`src/priv_macros.svh`:
```
/* register width and status field bit positions for the RV64 privilege unit */

`ifndef PRIV_MACROS_SVH
`define PRIV_MACROS_SVH

`default_nettype none

// register width, fixed at RV64
`define XLEN 64

// mstatus fields
`define MSTATUS_MIE    3  // machine interrupt enable
`define MSTATUS_MPIE   7  // mie before trap
`define MSTATUS_MPP_LO 11 // mpp is two bits, 12:11

// sstatus fields
`define SSTATUS_SIE    1  // supervisor interrupt enable
`define SSTATUS_SPIE   5  // sie before trap
`define SSTATUS_SPP    8  // one bit, 1 means came from S

// ustatus fields
`define USTATUS_UIE    0  // user interrupt enable
`define USTATUS_UPIE   4  // uie before trap

`default_nettype wire

`endif

```
`src/priv_pkg.sv`:
```
/* privilege mode, CSR op and CSR address enums */

`default_nettype none

package priv_pkg;

    // privilege levels, 2 is reserved
    typedef enum logic [1:0] {
        PRIV_U = 2'd0,
        PRIV_S = 2'd1,
        PRIV_M = 2'd3
    } priv_mode_e;

    // kind of csr access
    typedef enum logic [1:0] {
        CSR_NONE = 2'd0, // no access
        CSR_RW   = 2'd1, // swap
        CSR_RS   = 2'd2, // set bits
        CSR_RC   = 2'd3  // clear bits
    } csr_op_e;

    // implemented csr addresses, everything else reads zero
    typedef enum logic [11:0] {
        CSR_USTATUS  = 12'h000,
        CSR_UEPC     = 12'h041,
        CSR_SSTATUS  = 12'h100,
        CSR_SEPC     = 12'h141,
        CSR_SATP     = 12'h180,
        CSR_MSTATUS  = 12'h300,
        CSR_MTVEC    = 12'h305,
        CSR_MSCRATCH = 12'h340,
        CSR_MEPC     = 12'h341,
        CSR_MCAUSE   = 12'h342,
        CSR_MTVAL    = 12'h343
    } csr_addr_e;

endpackage

`default_nettype wire

```
`src/csr_req_if.sv`:
```
/* CSR access request from decoder to CSR file */

`timescale 1ns/1ps
`include "priv_macros.svh"
`default_nettype none

interface csr_req_if;

    logic               valid; // one-cycle strobe, no stall
    priv_pkg::csr_op_e  op;    // rw / rs / rc
    logic [11:0]        addr;  // raw csr address, may be unimplemented
    logic [`XLEN-1:0]   wdata; // rs1 value or zero-extended zimm

    // decode side drives everything
    modport decoder (
        output valid,
        output op,
        output addr,
        output wdata
    );

    // csr file only listens
    modport csr_file (
        input valid,
        input op,
        input addr,
        input wdata
    );

endinterface

`default_nettype wire

```
`src/csr_decode.sv`:
```
/* CSR instruction decode, funct3 and operand select into a CSR request */

`timescale 1ns/1ps
`include "priv_macros.svh"
`default_nettype none

module csr_decode (
    input  wire logic               instr_valid, // not a bubble
    input  wire logic [2:0]         funct3,
    input  wire logic [11:0]        csr_addr,
    input  wire logic [`XLEN-1:0]   rs1_val,
    input  wire logic [4:0]         zimm,        // rs1 field as immediate
    csr_req_if.decoder              req
);

    logic             use_imm;  // funct3[2] picks the immediate form
    logic [`XLEN-1:0] zimm_ext;

    assign use_imm  = funct3[2];
    assign zimm_ext = {{(`XLEN-5){1'b0}}, zimm}; // zero-extend

    // address goes straight through so the read is always live
    assign req.addr  = csr_addr;
    assign req.wdata = use_imm ? zimm_ext : rs1_val;

    always_comb begin
        req.op    = priv_pkg::CSR_NONE;
        req.valid = 1'b0;
        case (funct3)
            3'd1, 3'd5: begin
                req.op    = priv_pkg::CSR_RW;  // csrrw / csrrwi
                req.valid = instr_valid;
            end
            3'd2, 3'd6: begin
                req.op    = priv_pkg::CSR_RS;  // csrrs / csrrsi
                req.valid = instr_valid;
            end
            3'd3, 3'd7: begin
                req.op    = priv_pkg::CSR_RC;  // csrrc / csrrci
                req.valid = instr_valid;
            end
            default: begin
                // 0 is ecall/ebreak/xret space, 4 is unused
                req.op    = priv_pkg::CSR_NONE;
                req.valid = 1'b0;
            end
        endcase
    end

endmodule

`default_nettype wire

```
`src/priv_csr_file.sv`:
```
/* sparse CSR file with permission check, read/modify/write,
   trap entry, mret/sret/uret and current privilege mode */

`timescale 1ns/1ps
`include "priv_macros.svh"
`default_nettype none

module priv_csr_file (
    input  wire logic                clk,
    input  wire logic                reset,
    csr_req_if.csr_file              req,
    input  wire logic                trap_en,
    input  wire logic [`XLEN-1:0]    trap_cause,   // bit 63 set for interrupt
    input  wire logic [`XLEN-1:0]    trap_pc,
    input  wire logic [`XLEN-1:0]    trap_val,
    input  wire logic                mret,
    input  wire logic                sret,
    input  wire logic                uret,
    output logic [`XLEN-1:0]         csr_rdata,    // old value, same cycle
    output logic                     csr_fault,
    output logic                     satp_write,   // tells the mmu to flush
    output logic [`XLEN-1:0]         handler_addr,
    output logic [`XLEN-1:0]         mepc,
    output logic [`XLEN-1:0]         sepc,
    output logic [`XLEN-1:0]         uepc,
    output logic [`XLEN-1:0]         satp,
    output priv_pkg::priv_mode_e     priv_mode
);

    logic [`XLEN-1:0] ustatus;
    logic [`XLEN-1:0] sstatus;
    logic [`XLEN-1:0] mstatus;
    logic [`XLEN-1:0] mtvec;
    logic [`XLEN-1:0] mscratch;
    logic [`XLEN-1:0] mcause;
    logic [`XLEN-1:0] mtval;

    logic             is_write;
    logic             ro_violation;   // write to read-only space
    logic             priv_violation; // mode too low for this csr
    logic             wr_en;
    logic [`XLEN-1:0] wr_data;
    logic [`XLEN-1:0] mtvec_base;

    // combinational read, unimplemented addresses give zero
    always_comb begin
        case (req.addr)
            priv_pkg::CSR_USTATUS:  csr_rdata = ustatus;
            priv_pkg::CSR_UEPC:     csr_rdata = uepc;
            priv_pkg::CSR_SSTATUS:  csr_rdata = sstatus;
            priv_pkg::CSR_SEPC:     csr_rdata = sepc;
            priv_pkg::CSR_SATP:     csr_rdata = satp;
            priv_pkg::CSR_MSTATUS:  csr_rdata = mstatus;
            priv_pkg::CSR_MTVEC:    csr_rdata = mtvec;
            priv_pkg::CSR_MSCRATCH: csr_rdata = mscratch;
            priv_pkg::CSR_MEPC:     csr_rdata = mepc;
            priv_pkg::CSR_MCAUSE:   csr_rdata = mcause;
            priv_pkg::CSR_MTVAL:    csr_rdata = mtval;
            default:                csr_rdata = '0;
        endcase
    end

    // permission bits come from the address itself
    assign is_write       = req.valid && (req.op != priv_pkg::CSR_NONE);
    assign ro_violation   = is_write && (req.addr[11:10] == 2'b11);
    assign priv_violation = req.valid && (priv_mode < req.addr[9:8]);
    assign csr_fault      = ro_violation || priv_violation;

    assign wr_en      = is_write && !csr_fault; // denied access is dropped
    assign satp_write = wr_en && (req.addr == priv_pkg::CSR_SATP);

    always_comb begin
        case (req.op)
            priv_pkg::CSR_RW: wr_data = req.wdata;
            priv_pkg::CSR_RS: wr_data = csr_rdata | req.wdata;
            priv_pkg::CSR_RC: wr_data = csr_rdata & ~req.wdata;
            default:          wr_data = csr_rdata;
        endcase
    end

    // trap vector, modes 2 and 3 fall back to direct
    assign mtvec_base = {mtvec[`XLEN-1:2], 2'b00};
    always_comb begin
        if (mtvec[1:0] == 2'b01 && trap_cause[`XLEN-1]) begin
            handler_addr = mtvec_base + {trap_cause[`XLEN-3:0], 2'b00}; // base + 4*cause
        end else begin
            handler_addr = mtvec_base;
        end
    end

    always_ff @(posedge clk) begin
        if (reset) begin
            ustatus   <= '0;
            uepc      <= '0;
            sstatus   <= '0;
            sepc      <= '0;
            satp      <= '0;
            mstatus   <= '0;
            mtvec     <= '0;
            mscratch  <= '0;
            mepc      <= '0;
            mcause    <= '0;
            mtval     <= '0;
            priv_mode <= priv_pkg::PRIV_M; // boot in machine mode
        end else begin
            // csr instruction write first, trap/xret below override per field
            if (wr_en) begin
                case (req.addr)
                    priv_pkg::CSR_USTATUS:  ustatus  <= wr_data;
                    priv_pkg::CSR_UEPC:     uepc     <= wr_data;
                    priv_pkg::CSR_SSTATUS:  sstatus  <= wr_data;
                    priv_pkg::CSR_SEPC:     sepc     <= wr_data;
                    priv_pkg::CSR_SATP:     satp     <= wr_data;
                    priv_pkg::CSR_MSTATUS:  mstatus  <= wr_data;
                    priv_pkg::CSR_MTVEC:    mtvec    <= wr_data;
                    priv_pkg::CSR_MSCRATCH: mscratch <= wr_data;
                    priv_pkg::CSR_MEPC:     mepc     <= wr_data;
                    priv_pkg::CSR_MCAUSE:   mcause   <= wr_data;
                    priv_pkg::CSR_MTVAL:    mtval    <= wr_data;
                    default: ;                         // unimplemented, ignored
                endcase
            end

            if (trap_en) begin
                // no delegation, every trap lands in M
                mepc   <= trap_pc;
                mcause <= trap_cause;
                mtval  <= trap_val;
                mstatus[`MSTATUS_MPP_LO+1:`MSTATUS_MPP_LO] <= priv_mode; // remember old mode
                mstatus[`MSTATUS_MPIE] <= mstatus[`MSTATUS_MIE];
                mstatus[`MSTATUS_MIE]  <= 1'b0;
                priv_mode <= priv_pkg::PRIV_M;
            end else if (mret) begin
                priv_mode <= priv_pkg::priv_mode_e'(mstatus[`MSTATUS_MPP_LO+1:`MSTATUS_MPP_LO]);
                mstatus[`MSTATUS_MIE]  <= mstatus[`MSTATUS_MPIE];
                mstatus[`MSTATUS_MPIE] <= 1'b1;
                mstatus[`MSTATUS_MPP_LO+1:`MSTATUS_MPP_LO] <= priv_pkg::PRIV_U;
            end else if (sret) begin
                priv_mode <= sstatus[`SSTATUS_SPP] ? priv_pkg::PRIV_S : priv_pkg::PRIV_U;
                sstatus[`SSTATUS_SIE]  <= sstatus[`SSTATUS_SPIE];
                sstatus[`SSTATUS_SPIE] <= 1'b1;
                sstatus[`SSTATUS_SPP]  <= 1'b0;
            end else if (uret) begin
                priv_mode <= priv_pkg::PRIV_U;
                ustatus[`USTATUS_UIE]  <= ustatus[`USTATUS_UPIE];
                ustatus[`USTATUS_UPIE] <= 1'b1;
            end
        end
    end

endmodule

`default_nettype wire

```
`src/pc_redirect.sv`:
```
/* registered fetch redirect on trap or xret */

`timescale 1ns/1ps
`include "priv_macros.svh"
`default_nettype none

module pc_redirect (
    input  wire logic               clk,
    input  wire logic               reset,
    input  wire logic               trap_en,
    input  wire logic               mret,
    input  wire logic               sret,
    input  wire logic               uret,
    input  wire logic [`XLEN-1:0]   handler_addr, // from mtvec, this cycle
    input  wire logic [`XLEN-1:0]   mepc,
    input  wire logic [`XLEN-1:0]   sepc,
    input  wire logic [`XLEN-1:0]   uepc,
    output logic                    redirect_valid,
    output logic [`XLEN-1:0]        redirect_pc
);

    logic             redirect_event;
    logic [`XLEN-1:0] next_pc;

    assign redirect_event = trap_en || mret || sret || uret;

    // same priority as the csr file, trap wins
    always_comb begin
        if (trap_en) begin
            next_pc = handler_addr;
        end else if (mret) begin
            next_pc = mepc;
        end else if (sret) begin
            next_pc = sepc;
        end else begin
            next_pc = uepc;
        end
    end

    always_ff @(posedge clk) begin
        if (reset) begin
            redirect_valid <= 1'b0;
        end else begin
            redirect_valid <= redirect_event; // one-cycle pulse per event
        end
    end

    // target only loads on an event, held otherwise
    always_ff @(posedge clk) begin
        if (redirect_event) begin
            redirect_pc <= next_pc;
        end
    end

endmodule

`default_nettype wire

```
`src/priv_unit_top.sv`:
```
/* privilege unit top, decoder, CSR file and redirect stage */

`timescale 1ns/1ps
`include "priv_macros.svh"
`default_nettype none

module priv_unit_top (
    input  wire logic               clk,
    input  wire logic               reset,
    input  wire logic               instr_valid,
    input  wire logic [2:0]         funct3,
    input  wire logic [11:0]        csr_addr,
    input  wire logic [`XLEN-1:0]   rs1_val,
    input  wire logic [4:0]         zimm,
    input  wire logic               trap_en,
    input  wire logic [`XLEN-1:0]   trap_cause,
    input  wire logic [`XLEN-1:0]   trap_pc,
    input  wire logic [`XLEN-1:0]   trap_val,
    input  wire logic               mret,
    input  wire logic               sret,
    input  wire logic               uret,
    output logic [`XLEN-1:0]        csr_rdata,      // value for rd
    output logic                    csr_fault,
    output logic                    satp_write,
    output logic [`XLEN-1:0]        satp,
    output priv_pkg::priv_mode_e    priv_mode,
    output logic                    redirect_valid,
    output logic [`XLEN-1:0]        redirect_pc
);

    logic [`XLEN-1:0] handler_addr; // trap target, combinational
    logic [`XLEN-1:0] mepc;
    logic [`XLEN-1:0] sepc;
    logic [`XLEN-1:0] uepc;

    csr_req_if csr_req ();

    csr_decode u_decode (
        .instr_valid (instr_valid),
        .funct3      (funct3),
        .csr_addr    (csr_addr),
        .rs1_val     (rs1_val),
        .zimm        (zimm),
        .req         (csr_req.decoder)
    );

    priv_csr_file u_csr_file (
        .clk          (clk),
        .reset        (reset),
        .req          (csr_req.csr_file),
        .trap_en      (trap_en),
        .trap_cause   (trap_cause),
        .trap_pc      (trap_pc),
        .trap_val     (trap_val),
        .mret         (mret),
        .sret         (sret),
        .uret         (uret),
        .csr_rdata    (csr_rdata),
        .csr_fault    (csr_fault),
        .satp_write   (satp_write),
        .handler_addr (handler_addr),
        .mepc         (mepc),
        .sepc         (sepc),
        .uepc         (uepc),
        .satp         (satp),
        .priv_mode    (priv_mode)
    );

    // same strobes fan out here so state and redirect move on one edge
    pc_redirect u_redirect (
        .clk            (clk),
        .reset          (reset),
        .trap_en        (trap_en),
        .mret           (mret),
        .sret           (sret),
        .uret           (uret),
        .handler_addr   (handler_addr),
        .mepc           (mepc),
        .sepc           (sepc),
        .uepc           (uepc),
        .redirect_valid (redirect_valid),
        .redirect_pc    (redirect_pc)
    );

endmodule

`default_nettype wire

```
`config.mk`:
```
export PLATFORM = sky130hd
export DESIGN_NAME = priv_unit_top
export DESIGN_NICKNAME = d
export VERILOG_FILES = /design/src/priv_pkg.sv /design/src/csr_req_if.sv /design/src/csr_decode.sv /design/src/priv_csr_file.sv /design/src/pc_redirect.sv /design/src/priv_unit_top.sv
export VERILOG_INCLUDE_DIRS = /design/src
export SDC_FILE = /design/constraint.sdc
export NUM_CORES = 2
export LEC_CHECK = 0
export BUFFER_PORTS_ARGS = -buffer_cell sky130_fd_sc_hd__buf_4
export CAP_MARGIN = 20
export CORE_MARGIN = 2
export CORE_UTILIZATION = 38
export DETAILED_ROUTE_END_ITERATION = 10
export PLACE_DENSITY = 0.59
export SLEW_MARGIN = 15
export SYNTH_ARGS = -nofsm -noshare
export SYNTH_HDL_FRONTEND = slang
export SYNTH_SLANG_ARGS = --single-unit
```
`constraint.sdc`:
```
create_clock -name clk -period 6.95 [get_ports clk]
set_input_delay 0 -clock clk [delete_from_list [all_inputs] [get_ports clk]]
set_output_delay 0 -clock clk [all_outputs]
set_load 0.05 [all_outputs]
```
==> run metrics <==
status=finished clean; arrival time of the worst setup path=4.91 ns; clock skew=0.0213 ns; cell depth of the worst min-delay path=6; GRT Overall Usage=36.5%; Largest stage delay, worst path=0.77 ns; average footprint of a synthesized cell=7.90 µm²; maximum clock frequency=230 MHz; post-cts sizing count=0; final hold vios=0; global-route wire length before repair=297,000 µm; DP Wirelength=144,000 µm; Synth async-reset ratio=0%; number of global-route vias before repair=39,500; share of the core filled with cells=47.4%; clock latency on the worst-skew pair=0.67 ns; unrepaired setup endpoints after global routing=false; source of the worst hold timing path=rs1_val[44]; Syn Std Cell Area=41,300 µm²; std cell rows=120; buffers added on ports=479; worst-path fanout max=23; hold slack final=0.0154 ns; Area growth, synth to finish=23.3%; power density over the cells=213 nW/µm²; TritonCTS clock tree=built; clock transition time at the flip-flop clock pins of the worst setup and hold paths=0.06 ns; cell count after placement=6,734; number of antenna violations at the first check in global routing=9; internal reg-to-reg setup slack=2.80 ns; synthesis warning total=0; largest voltage drop on the vdd net=0.172 mV; floorplan die width=333 µm; pin count of the biggest net entering global routing=193; cell repeated most along the worst path=sky130_fd_sc_hd__buf_4; TNS Setup=0 ns; level count of the clock H-tree=3; cells along the critical path=buf_4 > nor4b_4 > nand3_2 > nor2_4 > buf_4 > a221oi_1 > and3_1 > a22oi_4 > and2_1 > a21oi_1 > dlygate4sd3_1 > a211oi_1; clock root buffer master=sky130_fd_sc_hd__clkbuf_16; vertical extent of the die=333 µm; max_slew headroom=19.6%; Worst Tran Pin Value=1.21 ns; total CTS buffers=86; setup violation total in the final timing report=0; CTS sink cnt=771; placeable core region=107,000 µm²; total chip power=10.8 mW; number of maximum-capacitance violations=0; per-cell routed wire length=29.8 µm; DIE AREA=111,000 µm²; Vias=43,700; Max Slew Vio Count=0; number of remaining DRC errors=0; min cycle time layout=4.35 ns; EDFF count, synth=64; start of the worst register-to-register path=u_csr_file.mtvec[2]; Overflow after GRT=0; count of boundary I/O pins=480; drt first pass iters=7; Syn Nets=5,571; final standard cell count with taps included and fillers excluded=7,119; number of cells traversed by the worst register-to-register path=13; remaining number of nets flagged by the antenna check after routing=0; Leakage Power=19.6 nW; cell with the biggest individual delay on the critical path=sky130_fd_sc_hd__nor2_4; Hold Crit Class=input pin to flip-flop; number of inserted filler cells in the final layout=10,400; worst reg2reg path endpoint=u_redirect.redirect_pc[60]; effective utilization at floorplan=38.4%; primary flip-flop cell chosen by synthesis mapping=sky130_fd_sc_hd__dfxtp_1; element type at the critical path end=flip-flop; Final #Nets=5,994; end point of the most critical hold path=u_csr_file.sepc[44]; post-synthesis sequential area ratio=39.0%; worst setup path category=input pin to flip-flop; Req. time, crit path=7.50 ns; number of cells produced by synthesis=5,225; share of layout cells above drive strength 1=14.8%; global placement routability congestion=1.02; flops & latches, synth=771; post-synthesis cell type count=94; number of DRC violations after detailed-routing iteration 0=6,454; maximum clock insertion buffer count=3; mean number of vias per cell=6.14; final cycle utilization of the critical path=62.6%; crit path launch type=input pin; total wire length after detailed routing=212,000 µm
[cells in the final DEF, fill, tap and decap left out, types with 28 or more instances in the layout]
cell                            netlist  layout
sky130_fd_sc_hd__nor2_1             380     379
sky130_fd_sc_hd__a31oi_1             58      58
sky130_fd_sc_hd__a22oi_1            113     113
sky130_fd_sc_hd__a22o_1              58      58
sky130_fd_sc_hd__a22oi_4             28      28
sky130_fd_sc_hd__and3_1              36      35
sky130_fd_sc_hd__clkbuf_16            0      92
sky130_fd_sc_hd__nor3_1              58      50
sky130_fd_sc_hd__inv_1               86      85
sky130_fd_sc_hd__and2_1              35      34
sky130_fd_sc_hd__o21ai_0             70      70
sky130_fd_sc_hd__nand3_1             30      29
sky130_fd_sc_hd__a222oi_1            28      28
sky130_fd_sc_hd__dlygate4sd3_1        0     229
sky130_fd_sc_hd__buf_4               21     558
sky130_fd_sc_hd__mux2i_1            237     237
sky130_fd_sc_hd__edfxtp_1            64      64
sky130_fd_sc_hd__a21oi_1            718     718
sky130_fd_sc_hd__nor2b_1             63      63
sky130_fd_sc_hd__ha_1                62      62
sky130_fd_sc_hd__a211oi_1           268     265
sky130_fd_sc_hd__o22ai_1             43      43
sky130_fd_sc_hd__dfxtp_1            707     707
sky130_fd_sc_hd__nand2_1           1194    1182
sky130_fd_sc_hd__xnor2_1             87      87
[power by group]
| group | switching (mW) | internal (mW) | leakage, nW | total (mW) |
|---|---|---|---|---|
| Clock | 2.00 | 2.80 | 1.43 | 4.80 |
| Sequential | 0.0646 | 4.59 | 6.48 | 4.65 |
| Combinational | 0.905 | 0.495 | 11.7 | 1.40 |
[routing by layer]
layer	wire length (µm)	track usage [%]
met5	85	0
met4	8550	13.7
met1	87100	51.0
met2	83400	49.5
met3	32900	15.1
[kinds of logic (layout without fill, tap and decap cells)]
kind of cell / after synthesis / in the layout / share of synthesized area, %
XOR/XNOR: 114 / 114 / 2.42
multiplexers: 261 / 261 / 6.41
AO/OA/AOI/OAI: 1564 / 1564 / 25.3
flip-flops: 771 / 771 / 39.0
AND/OR/NAND/NOR: 1901 / 1901 / 19.5
buffers and inverters: 551 / 1040 / 5.50
adder cells (fa/ha/maj): 63 / 63 / 1.93
other: 0 / 2 / 0
[worst max path at each step]
stage	from	endpoint	slack, ns	cells past startpoint
finish	csr_addr[7]	u_csr_file.mepc[18]	2.60	12
global route	csr_addr[0]	u_csr_file.mtval[60]	2.43	11
CTS	csr_addr[0]	u_csr_file.mtval[60]	2.76	11
detailed placement	csr_addr[7]	u_csr_file.mtvec[32]	2.27	12
global placement	csr_addr[7]	u_csr_file.mtvec[32]	2.42	12
floorplan	u_csr_file.mtvec[2]	u_redirect.redirect_pc[60]	4.01	13
[worst max-delay path: cells and delay by family]
family	cells	cell delay (ns)
buffers and inverters	3	1.24
AOI/OAI and AO/OA	4	0.81
and+or+nand+nor	5	2.79
[cell usage after synthesis (58+ instances only)]
cell type                  instances  share of area, %
sky130_fd_sc_hd__nand2_1        1194                11
sky130_fd_sc_hd__a21oi_1         718               8.7
sky130_fd_sc_hd__dfxtp_1         707                34
sky130_fd_sc_hd__nor2_1          380               3.5
sky130_fd_sc_hd__clkbuf_1        336               3.1
sky130_fd_sc_hd__a211oi_1        268               4.9
sky130_fd_sc_hd__mux2i_1         237               5.8
sky130_fd_sc_hd__a22oi_1         113               2.1
sky130_fd_sc_hd__xnor2_1          87               1.8
sky130_fd_sc_hd__inv_1            86              0.78
sky130_fd_sc_hd__o21ai_0          70              0.85
sky130_fd_sc_hd__edfxtp_1         64               4.7
sky130_fd_sc_hd__nor2b_1          63              0.96
sky130_fd_sc_hd__ha_1             62               1.9
sky130_fd_sc_hd__buf_2            61              0.74
sky130_fd_sc_hd__a22o_1           58               1.2
sky130_fd_sc_hd__a31oi_1          58              0.88
sky130_fd_sc_hd__nor3_1           58              0.70
[metrics by stage]
step	instance area [µm²]	setup WS [ns]
6_report	50900	2.60
3_5_place_dp	45600	2.27
5_1_grt	50900	2.43
2_1_floorplan	41300	4.01
4_1_cts	50800	2.76
3_3_place_gp	45600	2.42
[what timing repair did]
action	CTS	global route
hold buffers	229	0
setup buffers	0	0
endpoints found under the hold margin	270	0
[flip-flops by register name, indices dropped and copies added, names as in the netlist]
name and count:
u_csr_file.sepc 64, u_csr_file.mtvec 64, u_csr_file.uepc 64, u_csr_file.mtval 64, u_csr_file.mstatus 64, u_redirect.redirect_valid 1
u_csr_file.priv_mode 2, u_redirect.redirect_pc 64, u_csr_file.mscratch 64, u_csr_file.mepc 64, u_csr_file.ustatus 64, u_csr_file.mcause 64
u_csr_file.sstatus 64, u_csr_file.satp 64
[final cells by class]
type / instances / area (µm²) / share of cell area, %
multi-input combinational: 3903 / 23100 / 45.4
sequential: 771 / 16100 / 31.6
timing repair buffer: 798 / 6680 / 13.1
clock buffer: 142 / 2750 / 5.41
tap: 1403 / 1760 / 3.45
inverter: 88 / 335 / 0.659
clock inverter: 12 / 155 / 0.305
antenna: 2 / 5.00 / 0.00984
Note: power is estimated with default switching activity, not from simulation.
